**src/mmioConsts.svh**
```systemverilog
`ifndef MMIO_CONSTS_SVH
`define MMIO_CONSTS_SVH

// bus widths
`define MMIO_ADDR_W 32
`define MMIO_DATA_W 32

// peripheral windows, 256 bytes each, decoded on address bits 31..8
`define GPIO_BASE 32'hA000_E000
`define AUD_BASE  32'hA008_1000
`define TIM_BASE  32'hA000_C000

// gpio registers
`define GPIO_OUT_OFS 8'h00
`define GPIO_DIR_OFS 8'h04
`define GPIO_IN_OFS  8'h08

// audio registers
`define AUD_SAMPLE_OFS 8'h00

// timer registers, a write to the irq register clears the flag
`define TIM_COUNT_OFS 8'h00
`define TIM_CMP_OFS   8'h04
`define TIM_IRQ_OFS   8'h08

`endif
```
**src/periphPkg.sv**
```systemverilog
`default_nettype none

package periphPkg;

	// one bit per gpio pin
	typedef logic [31:0] gpioPins_t;

	// pcm sample, two's complement
	typedef logic signed [15:0] pcmSample_t;

	// free-running cycle count
	typedef logic [31:0] timCount_t;

endpackage

`default_nettype wire

```
**src/mmioBusPkg.sv**
```systemverilog
`default_nettype none

`include "mmioConsts.svh"

package mmioBusPkg;

	// request side of the bus
	typedef logic [`MMIO_ADDR_W-1:0] mmioAddr_t;
	typedef logic [`MMIO_DATA_W-1:0] mmioData_t;

	// operation code, as wide as the L2 side drives it
	typedef logic [4:0] mmioOpm_t;

	localparam mmioOpm_t OPM_IDLE  = 5'h00;
	// read double word
	localparam mmioOpm_t OPM_RD_DW = 5'h0B;
	// write double word
	localparam mmioOpm_t OPM_WR_DW = 5'h13;

	// reply status from each peripheral
	typedef enum logic [1:0] {
		MEM_READY = 2'b00,
		MEM_OK    = 2'b01,
		MEM_HOLD  = 2'b10,
		MEM_FAULT = 2'b11
	} memOk_t;

endpackage

`default_nettype wire

```
**src/mmioSubsystem.sv**
```systemverilog
`timescale 1ns/1ps
`default_nettype none

module mmioSubsystem
	import mmioBusPkg::*;
	import periphPkg::*;
(
	input  logic      clock,
	input  logic      rst,
	input  mmioAddr_t mmioAddr,
	input  mmioOpm_t  mmioOpm,
	input  mmioData_t mmioWData,
	output mmioData_t mmioRData,
	output memOk_t    mmioOk,
	input  gpioPins_t gpioIn,
	output gpioPins_t gpioOut,
	output gpioPins_t gpioDir,
	output logic      audOut,
	output logic      timIrq
);

	// per-peripheral replies
	mmioData_t gpioRData;
	mmioData_t audRData;
	mmioData_t timRData;
	memOk_t    gpioOk;
	memOk_t    audOk;
	memOk_t    timOk;

	mmioGpio i_gpio (
		.clock(clock), .rst(rst),
		.mmioAddr(mmioAddr), .mmioOpm(mmioOpm), .mmioWData(mmioWData),
		.gpioIn(gpioIn),
		.mmioRData(gpioRData), .mmioOk(gpioOk),
		.gpioOut(gpioOut), .gpioDir(gpioDir)
	);

	mmioAudPcm i_aud (
		.clock(clock), .rst(rst),
		.mmioAddr(mmioAddr), .mmioOpm(mmioOpm), .mmioWData(mmioWData),
		.mmioRData(audRData), .mmioOk(audOk),
		.audOut(audOut)
	);

	mmioTimer i_tim (
		.clock(clock), .rst(rst),
		.mmioAddr(mmioAddr), .mmioOpm(mmioOpm), .mmioWData(mmioWData),
		.mmioRData(timRData), .mmioOk(timOk),
		.timIrq(timIrq)
	);

	// gpio first, then audio, then timer
	mmioRespMux i_respMux (
		.clock(clock), .rst(rst),
		.gpioRData(gpioRData), .audRData(audRData), .timRData(timRData),
		.gpioOk(gpioOk), .audOk(audOk), .timOk(timOk),
		.mmioRData(mmioRData), .mmioOk(mmioOk)
	);

endmodule

`default_nettype wire

```
**src/mmioRespMux.sv**
```systemverilog
`timescale 1ns/1ps
`default_nettype none

module mmioRespMux
	import mmioBusPkg::*;
(
	input  logic      clock,
	input  logic      rst,
	input  mmioData_t gpioRData,
	input  mmioData_t audRData,
	input  mmioData_t timRData,
	input  memOk_t    gpioOk,
	input  memOk_t    audOk,
	input  memOk_t    timOk,
	output mmioData_t mmioRData,
	output memOk_t    mmioOk
);

	// first peripheral that answers takes the bus
	always_comb
	begin
		mmioRData = '0;
		mmioOk = MEM_READY;
		if (gpioOk != MEM_READY)
		begin
			mmioRData = gpioRData;
			mmioOk = gpioOk;
		end
		else if (audOk != MEM_READY)
		begin
			mmioRData = audRData;
			mmioOk = audOk;
		end
		else if (timOk != MEM_READY)
		begin
			mmioRData = timRData;
			mmioOk = timOk;
		end
	end

	// address windows never overlap, so replies never collide
	assert property (@(posedge clock) disable iff (rst)
		$countones({gpioOk != MEM_READY, audOk != MEM_READY, timOk != MEM_READY}) <= 1);

endmodule

`default_nettype wire

```
**src/mmioTimer.sv**
```systemverilog
`timescale 1ns/1ps
`default_nettype none

`include "mmioConsts.svh"

module mmioTimer
	import mmioBusPkg::*;
	import periphPkg::*;
(
	input  logic      clock,
	input  logic      rst,
	input  mmioAddr_t mmioAddr,
	input  mmioOpm_t  mmioOpm,
	input  mmioData_t mmioWData,
	output mmioData_t mmioRData,
	output memOk_t    mmioOk,
	output logic      timIrq
);

	localparam mmioAddr_t winBase = `TIM_BASE;

	logic       winHit;
	logic       isReq;
	logic       firstWrite;
	logic [7:0] regOfs;
	timCount_t  timCount;
	timCount_t  timCmp;

	assign winHit = mmioAddr[31:8] == winBase[31:8];
	assign isReq = winHit && (mmioOpm == OPM_RD_DW || mmioOpm == OPM_WR_DW);
	assign firstWrite = isReq && (mmioOpm == OPM_WR_DW) && (mmioOk == MEM_READY);
	assign regOfs = mmioAddr[7:0];

	always_ff @(posedge clock)
	begin
		if (rst)
		begin
			timCount <= '0;
			timCmp <= '1;
			timIrq <= 1'b0;
			mmioOk <= MEM_READY;
		end
		else
		begin
			timCount <= timCount + 1'b1;
			mmioOk <= isReq ? MEM_OK : MEM_READY;
			if (firstWrite && regOfs == `TIM_CMP_OFS)
				timCmp <= mmioWData;
			// a new match wins over a clear in the same cycle
			if (timCount == timCmp)
				timIrq <= 1'b1;
			else if (firstWrite && regOfs == `TIM_IRQ_OFS)
				timIrq <= 1'b0;
		end
	end

	always_ff @(posedge clock)
	begin
		case (regOfs)
			`TIM_COUNT_OFS: mmioRData <= timCount;
			`TIM_CMP_OFS:   mmioRData <= timCmp;
			`TIM_IRQ_OFS:   mmioRData <= {31'b0, timIrq};
			default:        mmioRData <= '0;
		endcase
	end

	assert property (@(posedge clock) disable iff (rst)
		1'b1 |=> (timCount == timCount_t'($past(timCount) + 1'b1)));

endmodule

`default_nettype wire

```
**src/mmioAudPcm.sv**
```systemverilog
`timescale 1ns/1ps
`default_nettype none

`include "mmioConsts.svh"

module mmioAudPcm
	import mmioBusPkg::*;
	import periphPkg::*;
(
	input  logic      clock,
	input  logic      rst,
	input  mmioAddr_t mmioAddr,
	input  mmioOpm_t  mmioOpm,
	input  mmioData_t mmioWData,
	output mmioData_t mmioRData,
	output memOk_t    mmioOk,
	output logic      audOut
);

	localparam mmioAddr_t winBase = `AUD_BASE;

	logic        winHit;
	logic        isReq;
	logic        firstWrite;
	pcmSample_t  sample;
	logic [15:0] acc;
	logic [16:0] accSum;

	assign winHit = mmioAddr[31:8] == winBase[31:8];
	assign isReq = winHit && (mmioOpm == OPM_RD_DW || mmioOpm == OPM_WR_DW);
	assign firstWrite = isReq && (mmioOpm == OPM_WR_DW) && (mmioOk == MEM_READY);

	// sample plus 32768 is the sample with its sign bit flipped
	assign accSum = {1'b0, acc} + {1'b0, ~sample[15], sample[14:0]};

	always_ff @(posedge clock)
	begin
		if (rst)
			sample <= '0;
		else if (firstWrite && mmioAddr[7:0] == `AUD_SAMPLE_OFS)
			sample <= mmioWData[15:0];
	end

	// first-order modulator, carry-out is the pulse stream
	always_ff @(posedge clock)
	begin
		if (rst)
		begin
			acc <= '0;
			audOut <= 1'b0;
		end
		else
		begin
			acc <= accSum[15:0];
			audOut <= accSum[16];
		end
	end

	always_ff @(posedge clock)
	begin
		if (rst)
			mmioOk <= MEM_READY;
		else
			mmioOk <= isReq ? MEM_OK : MEM_READY;
	end

	// sample reads back sign-extended
	always_ff @(posedge clock)
	begin
		if (mmioAddr[7:0] == `AUD_SAMPLE_OFS)
			mmioRData <= {{16{sample[15]}}, sample};
		else
			mmioRData <= '0;
	end

	// output stays quiet while reset is held
	assert property (@(posedge clock) rst |=> !audOut);

endmodule

`default_nettype wire

```
**src/mmioGpio.sv**
```systemverilog
`timescale 1ns/1ps
`default_nettype none

`include "mmioConsts.svh"

module mmioGpio
	import mmioBusPkg::*;
	import periphPkg::*;
(
	input  logic      clock,
	input  logic      rst,
	input  mmioAddr_t mmioAddr,
	input  mmioOpm_t  mmioOpm,
	input  mmioData_t mmioWData,
	input  gpioPins_t gpioIn,
	output mmioData_t mmioRData,
	output memOk_t    mmioOk,
	output gpioPins_t gpioOut,
	output gpioPins_t gpioDir
);

	localparam mmioAddr_t winBase = `GPIO_BASE;

	logic       winHit;
	logic       isReq;
	logic       firstWrite;
	logic [7:0] regOfs;
	gpioPins_t  inMeta;
	gpioPins_t  inSync;

	assign winHit = mmioAddr[31:8] == winBase[31:8];
	assign isReq = winHit && (mmioOpm == OPM_RD_DW || mmioOpm == OPM_WR_DW);
	// writes land only before the reply goes out
	assign firstWrite = isReq && (mmioOpm == OPM_WR_DW) && (mmioOk == MEM_READY);
	assign regOfs = mmioAddr[7:0];

	// two flops between the pins and readback
	always_ff @(posedge clock)
	begin
		inMeta <= gpioIn;
		inSync <= inMeta;
	end

	always_ff @(posedge clock)
	begin
		if (rst)
		begin
			gpioOut <= '0;
			gpioDir <= '0;
		end
		else if (firstWrite)
		begin
			case (regOfs)
				`GPIO_OUT_OFS: gpioOut <= mmioWData;
				`GPIO_DIR_OFS: gpioDir <= mmioWData;
				default: ;
			endcase
		end
	end

	// reply is held as long as the request stays up
	always_ff @(posedge clock)
	begin
		if (rst)
			mmioOk <= MEM_READY;
		else
			mmioOk <= isReq ? MEM_OK : MEM_READY;
	end

	always_ff @(posedge clock)
	begin
		case (regOfs)
			`GPIO_OUT_OFS: mmioRData <= gpioOut;
			`GPIO_DIR_OFS: mmioRData <= gpioDir;
			`GPIO_IN_OFS:  mmioRData <= inSync;
			default:       mmioRData <= '0;
		endcase
	end

	// an idle cycle always ends the reply on the next edge
	assert property (@(posedge clock) disable iff (rst)
		(mmioOpm == OPM_IDLE) |=> (mmioOk != MEM_OK));

endmodule

`default_nettype wire

```
**config.mk**
```make
export PLATFORM = sky130hd
export DESIGN_NAME = mmioSubsystem
export DESIGN_NICKNAME = d
export VERILOG_FILES = /design/src/periphPkg.sv /design/src/mmioBusPkg.sv /design/src/mmioSubsystem.sv /design/src/mmioRespMux.sv /design/src/mmioTimer.sv /design/src/mmioAudPcm.sv /design/src/mmioGpio.sv
export VERILOG_INCLUDE_DIRS = /design/src /design/src/src
export SDC_FILE = /design/constraint.sdc
export NUM_CORES = 1
export LEC_CHECK = 0
export BUFFER_PORTS_ARGS = -buffer_cell sky130_fd_sc_hd__buf_2
export CAP_MARGIN = 20
export CORE_MARGIN = 8
export CORE_UTILIZATION = 62
export CTS_BUF_LIST = sky130_fd_sc_hd__clkbuf_8
export DETAILED_ROUTE_END_ITERATION = 7
export PLACE_DENSITY = 0.95
export SYNTH_ARGS = -nofsm -noshare
export SYNTH_HDL_FRONTEND = slang
export SYNTH_SLANG_ARGS = --single-unit
```
**constraint.sdc**
```tcl
create_clock -name clock -period 6.2 [get_ports clock]
set_input_delay 0.31 -clock clock [delete_from_list [all_inputs] [get_ports clock]]
set_output_delay 0.31 -clock clock [all_outputs]
set_load 0.1 [all_outputs]
```
==> impl_metrics.py <==
metrics = {
    "final_layout": {
        "synthToLayoutAreaGrowth_pct": 20.0,
        "fin_nets": 1598,
        "multiInputGateArea_um2": 5130,
        "final_layout_size_suffix_gt1_share_pct": 19.4,
        "final_cell_mix": "309 x dfxtp_1, 200 x buf_2, 168 x nor2_1",
        "post-route-util_pct": 75.7,
        "register_area_um2": 6190,
        "final_common_cell": "dfxtp_1",
        "nFillCells": 1045,
    },
    "yosys": {
        "synthAdderAreaFrac_pct": 1.98,
        "synth_ff_type": "dfxtp_1",
        "yosys-top-cells-area": "dfxtp_1 53%, mux2i_1 6.9%, nor2_1 5.4%, nand2_1 5.1%, a21oi_1 4.9%",
        "synth-simple-area-share_pct": 19.0,
        "synth-compound-area-share_pct": 10.2,
        "avgSynthCellArea_um2": 9.30,
        "synth_cells": 1264,
        "synth.distinct_cells": 47,
        "synth.yosys.seq_area_share_pct": 52.6,
        "synth_top_area_share_pct": 52.6,
        "synth_edf_count": 0,
        "synth_nets": 1385,
        "synth_area_um2": 11800,
        "ys_seq_elements": 309,
        "synth_top_family_by_area": "simple AND/OR/NAND/NOR gates",
        "async_reset_ff_share_pct": 0,
        "yosysWarnings": 0,
        "yosys-mux-area-fraction_pct": 7.28,
        "synth_largest_area_cell": "dfxtp_1",
        "synth_xor_area_share_pct": 5.07,
    },
    "clock_tree": {
        "max-clock-path-buffers": 3,
        "clock_sinks": 309,
        "cts_tree": "built",
        "root_buffer": "clkbuf_8",
        "insertion_delay_ns": 0.56,
        "cts_buffers": 47,
        "htree_num_levels": 2,
        "clk_pin_slew_ns": 0.08,
    },
    "setup_path": {
        "crit_end": "mmioRData[17]",
        "end_kind": "primary output",
        "r2r-end": "i_gpio.gpioDir[15]",
        "critPathLaunchType": "register",
        "worst_ep_required_time_ns": 5.89,
        "cp_top_family": "compound AO/OA/AOI/OAI gates",
        "cp_max_fo": 19,
        "critPathBufInv": 1,
        "crit_type": "reg -> out",
        "crit_start": "i_aud.mmioOk[0]",
        "arrival_ns": 3.08,
        "crit_chain": "a21o_1 > a21oi_1 > a21oi_1 > buf_2",
        "path_depth": 4,
        "worstReg2RegStart": "i_gpio.mmioOk[0]",
        "worstRegToRegCells": 6,
        "ff2ff_setup_slack_ns": 3.73,
        "crit_path_max_incr_delay_ns": 0.84,
        "cp_common_cell": "a21oi_1",
        "crit_path_top_delay_cell": "dfxtp_1",
    },
    "global_route": {
        "grt_max_degree": 95,
        "antenna_found_initial": 1,
        "gr-total-overflow": 0,
        "grt_pass1_vias": 10596,
        "grt.total_usage_pct": 28.6,
        "grt_pass1_wl_um": 55100,
    },
    "sta": {
        "period_share_pct": 54.8,
        "slew_violations": 0,
        "fin_crit_ns": 3.39,
        "hold_viol": 0,
        "layout_setup_ws_ns": 2.81,
        "finalClockSkew_ns": 0.0236,
        "fmax_ghz": 0.295,
        "rsz0062_at_grt": "false",
        "tightest_slew_ns": 0.933,
        "fin_setup_tns_ns": 0,
        "finalSetupViolCount": 0,
        "slew_headroom_pct": 37.8,
    },
    "pwr": {
        "p_leak_uw": 0.00648,
        "ir_drop_uv": 346,
        "power.density_nw_per_um2": 271,
    },
    "place": {
        "dp_hpwl_um": 23000,
        "gp_congestion": 0.944,
        "post-place-ws_ns": 2.18,
        "portBuffers": 201,
    },
    "route": {
        "ant_nets": 0,
        "vias": 10436,
        "drt_iter0_drc": 1370,
        "via_per_inst": 5.98,
        "wl_per_cell_um": 20.3,
        "detail_route.first_pass.iterations": 5,
        "wl_um": 35400,
        "drc": 0,
    },
    "outcome": {
        "status": "finished clean",
    },
    "floorplan": {
        "die_h_um": 154,
        "io_pins": 203,
        "dieArea_um2": 23600,
        "die_x_um": 154,
        "placeableCoreArea_um2": 18600,
        "start_util_pct": 63.0,
        "rows": 50,
    },
    "worst_hold_path": {
        "holdPathStages": 3,
        "hold_path.class": "in -> reg",
    },
    "run": {
        "drv_cap": 0,
    },
}
## through the flow
stage	instance area, um2	total power, uW	hold slack [ns]	cells
after CTS	14000	3800	0.0126	1739
final	14100	3820	0.0203	1744
after global routing	14100	3920	0.0214	1744
after detailed placement	12800	2190	0.312	1626
after global placement	12800	2180	0.311	1626
after floorplan	11800	2120	0.310	1264
## cell usage after synthesis (7+ instances only)
cell        n
a21o_1      8
ha_1       17
and3_1      8
clkbuf_1   54
nand3b_1   34
a22oi_1    16
o21ai_0    26
buf_2      14
nor3_1      9
and4_1      7
xnor2_1    46
a22o_1     28
inv_1      22
xor2_1     22
nand4_1    18
nand2_1   161
buf_4       8
mux2i_1    81
nand3_1    19
a21oi_1   115
dfxtp_1   309
nor2_1    168
nor2b_1    10
and2_1     16
## area by class of cell
cell class                      count  share of cell area [%]
Clock inverter                     22                   0.790
Sequential cell                   309                    43.9
Tap cell                          234                    2.08
Timing Repair Buffer              246                    10.5
Inverter                           22                   0.586
Clock buffer                       59                    5.76
Multi-Input combinational cell    851                    36.4
Antenna cell                        1                  0.0177
## worst min path at each step
stage	startpoint	endpoint	slack (ns)
after floorplan	i_gpio.inMeta[0]	i_gpio.inSync[0]	0.31
after global placement	i_gpio.inMeta[12]	i_gpio.inSync[12]	0.31
after detailed placement	i_gpio.inMeta[0]	i_gpio.inSync[0]	0.31
after CTS	mmioWData[18]	i_tim.timCmp[18]	0.01
after global routing	mmioWData[23]	i_tim.timCmp[23]	0.02
final	mmioWData[17]	i_tim.timCmp[17]	0.02
## registers in the layout, summed over array words and instances (netlist names), 16 cells and up
name and cells:
i_aud.acc 16, i_gpio.mmioRData 32, i_tim.timCmp 32, i_gpio.gpioDir 32, i_aud.mmioRData 16, i_tim.mmioRData 32, i_gpio.inMeta 32, i_gpio.gpioOut 32
i_tim.timCount 32, i_gpio.inSync 32, i_aud.sample 16
## what timing repair did
action	in CTS	in global routing
hold endpoints to repair	32	0
buffers inserted	0	0
hold buffers	32	0
resized for setup	0	0
## logic make-up (layout without fill, tap and decap cells)
kind of cell / after synthesis / in the layout
AOI/OAI and AO/OA: 202 / 202
xor gates and xnor gates: 68 / 68
adders and majority gates: 18 / 18
buffers and inverters: 104 / 349
DFF: 309 / 309
muxes: 85 / 85
other: 1 / 2
and+or+nand+nor: 477 / 477
## where the power goes
group | switching (uW) | internal, uW
Clock | 759 | 890
Combinational | 83.4 | 61.3
Sequential | 11.2 | 2010
## per-layer routing
metal  GRT usage [%]  share of wire (%)  vias up
met5               0                  0        -
met4            14.1                4.9        0
met3            7.71                 12      150
met2            47.0                 47      666
met1            34.0                 37     4926
li1                -                  -     4694
## worst reg2reg max path: stages (launching register included)
cell     delay (ns)
dfxtp_1        0.29
buf_4          0.27
nor3_2         0.49
nand3_2        0.57
buf_16         0.39
mux2i_1        0.23
nor2_1         0.07
Power figures use the tool's default switching activity.
